--- config.mk ---
export PLATFORM = sky130hd
export DESIGN_NAME = graph_algorithm_control
export DESIGN_NICKNAME = d
export VERILOG_FILES = /design/src/rtl/graph_cu_pkg.sv /design/src/rtl/cu_arbiter_control.sv /design/src/rtl/graph_algorithm_control.sv /design/src/rtl/strobe_latch.sv /design/src/rtl/vertex_edge_walker.sv
export VERILOG_INCLUDE_DIRS = /design/src /design/src/rtl
export SDC_FILE = /design/constraint.sdc
export NUM_CORES = 1
export LEC_CHECK = 0
export ABC_AREA = 0
export BUFFER_PORTS_ARGS = -buffer_cell sky130_fd_sc_hd__buf_2
export CORE_MARGIN = 2
export CORE_UTILIZATION = 30
export DETAILED_ROUTE_END_ITERATION = 7
export HOLD_SLACK_MARGIN = 0.1
export PLACE_DENSITY_LB_ADDON = 0.12
export SYNTH_ARGS = -nofsm -noshare
export SYNTH_HDL_FRONTEND = slang
export SYNTH_SLANG_ARGS = --single-unit
--- constraint.sdc ---
create_clock -name clock -period 2.88 [get_ports clock]
set_clock_uncertainty 0.15 [all_clocks]
set_input_delay 0.432 -clock clock [delete_from_list [all_inputs] [get_ports clock]]
set_output_delay 0.432 -clock clock [all_outputs]
set_load 0.005 [all_outputs]
--- src/rtl/graph_cu_params.svh ---
`ifndef GRAPH_CU_PARAMS_SVH
`define GRAPH_CU_PARAMS_SVH

////////////////////////////////////////////////////////////
// Field widths
////////////////////////////////////////////////////////////

// Vertex id
`define GRAPH_VERTEX_BITS 16
// Byte or word address into the edge array
`define GRAPH_ADDR_BITS 32
// Edges per vertex job
`define GRAPH_EDGE_COUNT_BITS 8
// Done counters
`define GRAPH_COUNTER_BITS 32

// Compute units side by side, at least 2
`define GRAPH_NUM_CU 2

`endif

--- src/rtl/graph_cu_pkg.sv ---
`default_nettype none

`include "graph_cu_params.svh"

package graph_cu_pkg;

	////////////////////////////////////////////////////////////
	// Payload types, each carried next to its own valid bit
	////////////////////////////////////////////////////////////

	// One vertex to walk
	typedef struct packed {
		logic [`GRAPH_VERTEX_BITS-1:0]     id;
		logic [`GRAPH_ADDR_BITS-1:0]       edge_offset;
		logic [`GRAPH_EDGE_COUNT_BITS-1:0] edge_count;
	} vertex_job_t;

	// One edge read toward memory
	typedef struct packed {
		logic [`GRAPH_VERTEX_BITS-1:0] vertex;
		logic [`GRAPH_ADDR_BITS-1:0]   address;
	} read_command_t;

endpackage

`default_nettype wire

--- src/rtl/cu_arbiter_control.sv ---
`timescale 1ns/1ns
`default_nettype none

`include "graph_cu_params.svh"

module cu_arbiter_control (
	input  wire                            clock,
	input  wire                            rstn,
	input  wire                            job_valid,
	input  graph_cu_pkg::vertex_job_t      job,
	output logic                           job_request,
	input  wire  [`GRAPH_NUM_CU-1:0]       cu_busy,
	output logic [`GRAPH_NUM_CU-1:0]       cu_job_valid,
	output graph_cu_pkg::vertex_job_t      cu_job,
	input  wire  [`GRAPH_NUM_CU-1:0]       cu_command_valid,
	input  graph_cu_pkg::read_command_t    cu_command [0:`GRAPH_NUM_CU-1],
	output logic [`GRAPH_NUM_CU-1:0]       cu_command_ready,
	input  wire                            bus_grant,
	output logic                           bus_request,
	output logic                           command_valid,
	output graph_cu_pkg::read_command_t    command,
	input  wire  [`GRAPH_COUNTER_BITS-1:0] cu_vertex_done [0:`GRAPH_NUM_CU-1],
	input  wire  [`GRAPH_COUNTER_BITS-1:0] cu_edge_done [0:`GRAPH_NUM_CU-1],
	output logic [`GRAPH_COUNTER_BITS-1:0] vertex_done_total,
	output logic [`GRAPH_COUNTER_BITS-1:0] edge_done_total
);

	localparam int NUM_CU   = `GRAPH_NUM_CU;
	localparam int PTR_BITS = $clog2(NUM_CU);

	logic                      job_hold_valid;
	graph_cu_pkg::vertex_job_t job_hold;
	logic                      idle_found;
	logic [PTR_BITS-1:0]       idle_index;
	logic                      dispatch;

	logic                        cmd_hold_valid;
	graph_cu_pkg::read_command_t cmd_hold;
	logic [PTR_BITS-1:0]         rr_pointer;
	logic [PTR_BITS-1:0]         candidate;
	logic [PTR_BITS-1:0]         sel_index;
	logic                        sel_valid;
	logic                        release_hold;
	logic                        fill_ready;

	////////////////////////////////////////////////////////////
	// Job dispatch
	////////////////////////////////////////////////////////////

	// Lowest numbered idle unit wins
	always_comb begin
		idle_found = 1'b0;
		idle_index = '0;
		for (int i = NUM_CU - 1; i >= 0; i--) begin
			if (!cu_busy[i]) begin
				idle_found = 1'b1;
				idle_index = PTR_BITS'(i);
			end
		end
	end

	assign dispatch = job_hold_valid & idle_found;
	assign cu_job   = job_hold;

	always_comb begin
		for (int i = 0; i < NUM_CU; i++) begin
			cu_job_valid[i] = dispatch && (idle_index == PTR_BITS'(i));
		end
	end

	always_ff @(posedge clock or negedge rstn) begin
		if (!rstn) begin
			job_hold_valid <= 1'b0;
		end else if (job_valid) begin
			job_hold_valid <= 1'b1;
		end else if (dispatch) begin
			job_hold_valid <= 1'b0;
		end
	end

	always_ff @(posedge clock) begin
		if (job_valid) begin
			job_hold <= job;
		end
	end

	// Room for exactly one more job in flight
	assign job_request = ~job_hold_valid & ~job_valid & ~(&cu_busy);

	////////////////////////////////////////////////////////////
	// Read command round robin
	////////////////////////////////////////////////////////////

	// Search from the pointer, nearest pending unit last so it wins
	always_comb begin
		sel_valid = 1'b0;
		sel_index = rr_pointer;
		candidate = rr_pointer;
		for (int k = NUM_CU - 1; k >= 0; k--) begin
			candidate = PTR_BITS'((int'(rr_pointer) + k) % NUM_CU);
			if (cu_command_valid[candidate]) begin
				sel_valid = 1'b1;
				sel_index = candidate;
			end
		end
	end

	assign release_hold = cmd_hold_valid & bus_grant;
	// Refill in the same cycle the held command leaves
	assign fill_ready   = ~cmd_hold_valid | release_hold;

	always_comb begin
		for (int i = 0; i < NUM_CU; i++) begin
			cu_command_ready[i] = fill_ready && sel_valid && (sel_index == PTR_BITS'(i));
		end
	end

	always_ff @(posedge clock or negedge rstn) begin
		if (!rstn) begin
			cmd_hold_valid <= 1'b0;
			rr_pointer     <= '0;
		end else if (fill_ready && sel_valid) begin
			cmd_hold_valid <= 1'b1;
			rr_pointer     <= (sel_index == PTR_BITS'(NUM_CU - 1)) ? '0 : sel_index + 1'b1;
		end else if (release_hold) begin
			cmd_hold_valid <= 1'b0;
		end
	end

	always_ff @(posedge clock) begin
		if (fill_ready && sel_valid) begin
			cmd_hold <= cu_command[sel_index];
		end
	end

	assign bus_request   = cmd_hold_valid;
	assign command_valid = release_hold;
	assign command       = cmd_hold;

	////////////////////////////////////////////////////////////
	// Done totals
	////////////////////////////////////////////////////////////

	always_comb begin
		vertex_done_total = '0;
		edge_done_total   = '0;
		for (int i = 0; i < NUM_CU; i++) begin
			vertex_done_total = vertex_done_total + cu_vertex_done[i];
			edge_done_total   = edge_done_total + cu_edge_done[i];
		end
	end

endmodule

`default_nettype wire

--- src/rtl/graph_algorithm_control.sv ---
`timescale 1ns/1ns
`default_nettype none

`include "graph_cu_params.svh"

module graph_algorithm_control (
	input  wire                                 clock,
	input  wire                                 rstn,
	input  wire                                 enabled_in,
	input  wire                                 vertex_job_valid,
	input  wire  [`GRAPH_VERTEX_BITS-1:0]       vertex_job_id,
	input  wire  [`GRAPH_ADDR_BITS-1:0]         vertex_job_edge_offset,
	input  wire  [`GRAPH_EDGE_COUNT_BITS-1:0]   vertex_job_edge_count,
	output logic                                vertex_job_request,
	input  wire                                 read_command_bus_grant,
	output logic                                read_command_bus_request,
	output logic                                read_command_valid,
	output logic [`GRAPH_VERTEX_BITS-1:0]       read_command_vertex,
	output logic [`GRAPH_ADDR_BITS-1:0]         read_command_address,
	output logic [`GRAPH_COUNTER_BITS-1:0]      vertex_job_counter_done,
	output logic [`GRAPH_COUNTER_BITS-1:0]      edge_job_counter_done
);

	logic enabled;
	logic read_command_bus_grant_latched;

	graph_cu_pkg::vertex_job_t   job_in;
	logic                        job_latched_valid;
	graph_cu_pkg::vertex_job_t   job_latched;
	logic                        job_request_int;

	logic [`GRAPH_NUM_CU-1:0]    cu_busy;
	logic [`GRAPH_NUM_CU-1:0]    cu_job_valid;
	graph_cu_pkg::vertex_job_t   cu_job;
	logic [`GRAPH_NUM_CU-1:0]    cu_command_valid;
	graph_cu_pkg::read_command_t cu_command [0:`GRAPH_NUM_CU-1];
	logic [`GRAPH_NUM_CU-1:0]    cu_command_ready;
	logic [`GRAPH_COUNTER_BITS-1:0] cu_vertex_done [0:`GRAPH_NUM_CU-1];
	logic [`GRAPH_COUNTER_BITS-1:0] cu_edge_done [0:`GRAPH_NUM_CU-1];

	logic                        bus_request_int;
	logic                        arb_command_valid;
	graph_cu_pkg::read_command_t arb_command;
	graph_cu_pkg::read_command_t out_command;
	logic [`GRAPH_COUNTER_BITS-1:0] vertex_done_total;
	logic [`GRAPH_COUNTER_BITS-1:0] edge_done_total;

	////////////////////////////////////////////////////////////
	// Enable and grant registers
	////////////////////////////////////////////////////////////

	always_ff @(posedge clock or negedge rstn) begin
		if (!rstn) begin
			enabled                        <= 1'b0;
			read_command_bus_grant_latched <= 1'b0;
		end else begin
			enabled                        <= enabled_in;
			read_command_bus_grant_latched <= enabled & read_command_bus_grant;
		end
	end

	////////////////////////////////////////////////////////////
	// Input job latch
	////////////////////////////////////////////////////////////

	assign job_in.id          = vertex_job_id;
	assign job_in.edge_offset = vertex_job_edge_offset;
	assign job_in.edge_count  = vertex_job_edge_count;

	strobe_latch #(
		.payload_t(graph_cu_pkg::vertex_job_t)
	) i_job_latch (
		.clock      (clock),
		.rstn       (rstn),
		.enable     (enabled),
		.in_valid   (vertex_job_valid),
		.in_payload (job_in),
		.out_valid  (job_latched_valid),
		.out_payload(job_latched)
	);

	////////////////////////////////////////////////////////////
	// Compute units
	////////////////////////////////////////////////////////////

	for (genvar i = 0; i < `GRAPH_NUM_CU; i++) begin : g_walker
		vertex_edge_walker i_vertex_edge_walker (
			.clock            (clock),
			.rstn             (rstn),
			.job_valid        (cu_job_valid[i]),
			.job              (cu_job),
			.busy             (cu_busy[i]),
			.command_valid    (cu_command_valid[i]),
			.command          (cu_command[i]),
			.command_ready    (cu_command_ready[i]),
			.vertex_done_count(cu_vertex_done[i]),
			.edge_done_count  (cu_edge_done[i])
		);
	end

	cu_arbiter_control i_cu_arbiter_control (
		.clock            (clock),
		.rstn             (rstn),
		.job_valid        (job_latched_valid),
		.job              (job_latched),
		.job_request      (job_request_int),
		.cu_busy          (cu_busy),
		.cu_job_valid     (cu_job_valid),
		.cu_job           (cu_job),
		.cu_command_valid (cu_command_valid),
		.cu_command       (cu_command),
		.cu_command_ready (cu_command_ready),
		.bus_grant        (read_command_bus_grant_latched),
		.bus_request      (bus_request_int),
		.command_valid    (arb_command_valid),
		.command          (arb_command),
		.cu_vertex_done   (cu_vertex_done),
		.cu_edge_done     (cu_edge_done),
		.vertex_done_total(vertex_done_total),
		.edge_done_total  (edge_done_total)
	);

	////////////////////////////////////////////////////////////
	// Registered outputs
	////////////////////////////////////////////////////////////

	// An issued command is never dropped, so no enable here
	strobe_latch #(
		.payload_t(graph_cu_pkg::read_command_t)
	) i_command_latch (
		.clock      (clock),
		.rstn       (rstn),
		.enable     (1'b1),
		.in_valid   (arb_command_valid),
		.in_payload (arb_command),
		.out_valid  (read_command_valid),
		.out_payload(out_command)
	);

	assign read_command_vertex  = out_command.vertex;
	assign read_command_address = out_command.address;

	always_ff @(posedge clock or negedge rstn) begin
		if (!rstn) begin
			read_command_bus_request <= 1'b0;
			vertex_job_request       <= 1'b0;
			vertex_job_counter_done  <= '0;
			edge_job_counter_done    <= '0;
		end else begin
			read_command_bus_request <= bus_request_int;
			// No new jobs asked for while disabled
			vertex_job_request       <= enabled & job_request_int;
			vertex_job_counter_done  <= vertex_done_total;
			edge_job_counter_done    <= edge_done_total;
		end
	end

endmodule

`default_nettype wire

--- src/rtl/strobe_latch.sv ---
`timescale 1ns/1ns
`default_nettype none

module strobe_latch #(
	parameter type payload_t = logic
) (
	input  wire      clock,
	input  wire      rstn,
	input  wire      enable,
	input  wire      in_valid,
	input  payload_t in_payload,
	output logic     out_valid,
	output payload_t out_payload
);

	// Valid bit, forced low while disabled
	always_ff @(posedge clock or negedge rstn) begin
		if (!rstn) begin
			out_valid <= 1'b0;
		end else begin
			out_valid <= enable & in_valid;
		end
	end

	// Payload follows the input every cycle
	always_ff @(posedge clock) begin
		out_payload <= in_payload;
	end

endmodule

`default_nettype wire

--- src/rtl/vertex_edge_walker.sv ---
`timescale 1ns/1ns
`default_nettype none

`include "graph_cu_params.svh"

module vertex_edge_walker (
	input  wire                              clock,
	input  wire                              rstn,
	input  wire                              job_valid,
	input  graph_cu_pkg::vertex_job_t        job,
	output logic                             busy,
	output logic                             command_valid,
	output graph_cu_pkg::read_command_t      command,
	input  wire                              command_ready,
	output logic [`GRAPH_COUNTER_BITS-1:0]   vertex_done_count,
	output logic [`GRAPH_COUNTER_BITS-1:0]   edge_done_count
);

	localparam logic [`GRAPH_EDGE_COUNT_BITS-1:0] LAST_EDGE = 1;

	logic [`GRAPH_VERTEX_BITS-1:0]     vertex_id;
	logic [`GRAPH_ADDR_BITS-1:0]       edge_address;
	logic [`GRAPH_EDGE_COUNT_BITS-1:0] remaining_edges;

	logic load_job;
	logic transfer;

	assign load_job = job_valid & ~busy;
	assign transfer = busy & command_ready;

	////////////////////////////////////////////////////////////
	// Control and counters
	////////////////////////////////////////////////////////////

	always_ff @(posedge clock or negedge rstn) begin
		if (!rstn) begin
			busy              <= 1'b0;
			vertex_done_count <= '0;
			edge_done_count   <= '0;
		end else begin
			if (load_job) begin
				// Zero edges finish right away
				if (job.edge_count == '0) begin
					vertex_done_count <= vertex_done_count + 1'b1;
				end else begin
					busy <= 1'b1;
				end
			end else if (transfer) begin
				edge_done_count <= edge_done_count + 1'b1;
				if (remaining_edges == LAST_EDGE) begin
					busy              <= 1'b0;
					vertex_done_count <= vertex_done_count + 1'b1;
				end
			end
		end
	end

	////////////////////////////////////////////////////////////
	// Walk state
	////////////////////////////////////////////////////////////

	always_ff @(posedge clock) begin
		if (load_job) begin
			vertex_id       <= job.id;
			edge_address    <= job.edge_offset;
			remaining_edges <= job.edge_count;
		end else if (transfer) begin
			edge_address    <= edge_address + 1'b1;
			remaining_edges <= remaining_edges - 1'b1;
		end
	end

	// One command per edge, held until taken
	assign command_valid   = busy;
	assign command.vertex  = vertex_id;
	assign command.address = edge_address;

endmodule

`default_nettype wire

==> flow_metrics.py <==
metrics = {
    "run_status": {
        "status": "finished, final reports clean",
    },
    "run": {
        "drv_cap": 0,
    },
    "synth": {
        "synth_seq_area_share_pct": 61.63,
        "synth_flop_cell": "edfxtp_1",
        "netlist_area_mm2": 0.02214,
        "synth_async_sr_flop_share_pct": 38.81,
        "ys_warn_count": 0,
        "synth_cells": 1829,
        "synth-edff-count": 216,
        "avgSynthCellArea_um2": 12.11,
        "synth.distinct_cells": 71,
        "synth_nets": 1964,
        "synth_seq_cells": 523,
    },
    "drt": {
        "wl_per_cell_um": 15.84,
        "vias": 14677,
        "vias_per_cell": 4.523,
        "drt_pass1_iterations": 5,
        "routed_wl_um": 51390,
        "final_antenna_net_count": 0,
        "dr.first_iter.drc_count": 755,
        "drc": 0,
    },
    "global_route": {
        "grt_pass1_vias": 15232,
        "track_usage_pct": 13.62,
        "overflow": 0,
        "antenna_found_initial": 1,
        "grt_pass1_wl_um": 81990,
        "grt_max_degree": 76,
    },
    "timing": {
        "hold_viol_final": 0,
        "worstMarginPinSlew_ps": 869.1,
        "fin_crit_ps": 2802,
        "slew_headroom_pct": 42.06,
        "setup_violations": 0,
        "fmax_mhz": 356.9,
        "fin_crit_sh_pct": 97.30,
        "hold_ws_ps": 188.9,
        "finalSetupTns_ps": 0,
        "rsz0062_at_grt": "true",
        "slew_viol_final": 0,
    },
    "clocking": {
        "clk_latency_ps": 620,
        "cts_root_buffer": "clkbuf_16",
        "clock-sinks": 523,
        "htreeDepth": 2,
        "clk_path_buf_depth": 3,
        "cts_tree": "built",
        "clkTransAtPathRegs_ps": 60,
        "cts_buffers": 60,
    },
    "place": {
        "place.gp.congestion": 0.8120,
        "io_buffer_count": 175,
        "place_hpwl_um": 35090,
    },
    "power_and_ir_drop": {
        "power.density_mw_per_mm2": 788.2,
        "power_leakage_uw": 0.01225,
        "ir_worst_vdd_mv": 0.5469,
    },
    "die": {
        "num_rows": 99,
        "ios": 176,
        "die-area_mm2": 0.07601,
        "core_mm2": 0.07296,
        "initial_utilization_pct": 30.35,
        "fp.dieH_um": 275.7,
        "die_x_um": 275.7,
    },
    "worst_hold_path": {
        "hold_path.class": "flop to flop",
    },
    "final_layout": {
        "fillers": 6993,
        "syn_to_final_growth_pct": 28.06,
        "drive_gt1_share_pct": 24.02,
        "mostFrequentLayoutCell": "edfxtp_1",
        "diodes": 0,
        "mostFrequentLayoutCells": "216 x edfxtp_1, 203 x nand2_1, 202 x dfrtp_1",
        "finalNetCount": 2369,
    },
    "setup_path": {
        "critPathKind": "flop to flop",
        "arrival_ps": 3130,
        "crit_path_start_kind": "flop",
        "path_max_fanout": 4,
        "required_ps": 3210,
        "end_kind": "flop",
    },
}
## registers in the layout, summed over array words and instances (netlist names), 2 cells and up
register                                         flops
g_walker.i_vertex_edge_walker.vertex_id             32
g_walker.i_vertex_edge_walker.vertex_done_count     64
i_job_latch.out_payload                             56
g_walker.i_vertex_edge_walker.edge_done_count       64
vertex_job_counter_done                             32
g_walker.i_vertex_edge_walker.remaining_edges       16
i_cu_arbiter_control.command                        48
edge_job_counter_done                               32
i_command_latch.out_payload                         48
g_walker.i_vertex_edge_walker.edge_address          64
g_walker.i_vertex_edge_walker.busy                   2
i_cu_arbiter_control.cu_job                         56
## metrics by stage
step | worst slack, ps | instance area [µm²] | power, µW | std cells | util, %
finish | 77.80 | 28360 | 22350 | 3245 | 38.87
global route | -64.80 | 28360 | 23690 | 3245 | 38.87
global placement | -218.5 | 25290 | 14360 | 3065 | 34.66
detailed placement | -261.7 | 25290 | 14420 | 3065 | 34.66
CTS | 1.999 | 28240 | 22830 | 3244 | 38.71
floorplan | 17.65 | 22150 | 12620 | 1829 | -
## critical path: stages, from the launching register on
cell	delay, ps
dfrtp_1	420
ha_4	270
a21o_1	200
and3_4	190
o41ai_4	390
buf_4	190
buf_4	110
a21oi_2	60
o311a_1	310
o21ai_0	240
o2111ai_2	140
## timing repair
item | CTS | global route
buffers inserted | 5 | 1
resized for setup | 25 | 26
setup endpoints to repair | 18 | 21
hold buffers | 60 | 0
endpoints found under the hold margin | 129 | 0
pin swaps | 11 | 17
## Yosys cell counts (3+ instances only)
cell | n | area share (%)
xor2_1 | 99 | 3.9
edfxtp_1 | 216 | 29
nor2_1 | 108 | 1.8
a2111oi_0 | 3 | 0.12
o211ai_1 | 5 | 0.17
a21o_1 | 33 | 1.1
and2_1 | 9 | 0.25
clkbuf_1 | 38 | 0.64
a31oi_1 | 8 | 0.23
ha_1 | 72 | 4.1
and3_1 | 42 | 1.2
dfrtp_1 | 203 | 23
xnor2_1 | 150 | 5.9
a21oi_1 | 57 | 1.3
a211o_1 | 3 | 0.12
a211oi_1 | 7 | 0.24
nand2b_1 | 19 | 0.54
o31ai_1 | 5 | 0.17
dfxtp_1 | 104 | 9.4
nor3_1 | 31 | 0.70
mux2_2 | 44 | 2.2
nand2_1 | 205 | 3.5
inv_1 | 45 | 0.76
or2_2 | 6 | 0.17
and4_1 | 11 | 0.44
nor3b_1 | 3 | 0.10
o21ai_0 | 107 | 2.4
o21bai_1 | 7 | 0.24
nor2b_1 | 12 | 0.34
nor4_1 | 4 | 0.11
or3_1 | 4 | 0.11
nand4_1 | 38 | 1.1
nand3_1 | 76 | 1.7
## cell type report
cell class	instances	area (µm²)	area share, %
Inverter	45	168.9	0.5956
Tap cell	959	1200	4.231
Multi-Input combinational cell	1219	8454	29.81
Timing Repair Buffer	385	2736	9.649
Clock inverter	27	312.8	1.103
Clock buffer	87	1838	6.481
Sequential cell	523	13650	48.13
## path summary, 6_finish.rpt
kind,start,to,slack [ps],cells past startpoint
worst max-delay path,flop,edge_job_counter_done[23],80,10
worst min-delay path,i_cu_arbiter_control.command[35],i_command_latch.out_payload[35],190,0
worst max register to register,flop,edge_job_counter_done[23],80,10
worst min register to register,i_cu_arbiter_control.command[35],i_command_latch.out_payload[35],190,0
max in group asynchronous,rstn,asynchronous set/reset pin,1510,3
min in group asynchronous,rstn,edge_job_counter_done[19],270,2
## cell families after synthesis
family	share of synthesized area, %
flops	61.63
buf+inv	1.520
fa+ha+maj	4.249
compound gates	7.453
simple gates	12.90
xor+xnor	9.921
mux	2.328
## power by group
| part | internal, µW | total [µW] | leakage (µW) | switching, µW |
|---|---|---|---|---|
| Clock | 4900 | 8080 | 0.00106 | 3180 |
| Sequential | 9440 | 10200 | 0.00567 | 712 |
| Combinational | 1920 | 4120 | 0.00552 | 2200 |
## routing by layer
layer / global-route usage (%) / vias up / part of all wire [%]
met3: 2.418 / 61 / 3.6
li1: - / 7282 / -
met2: 23.30 / 212 / 48
met1: 17.81 / 7122 / 46
met5: 0 / - / 0
met4: 3.466 / 0 / 1.8
No activity file was read; power rests on OpenSTA's default activity.
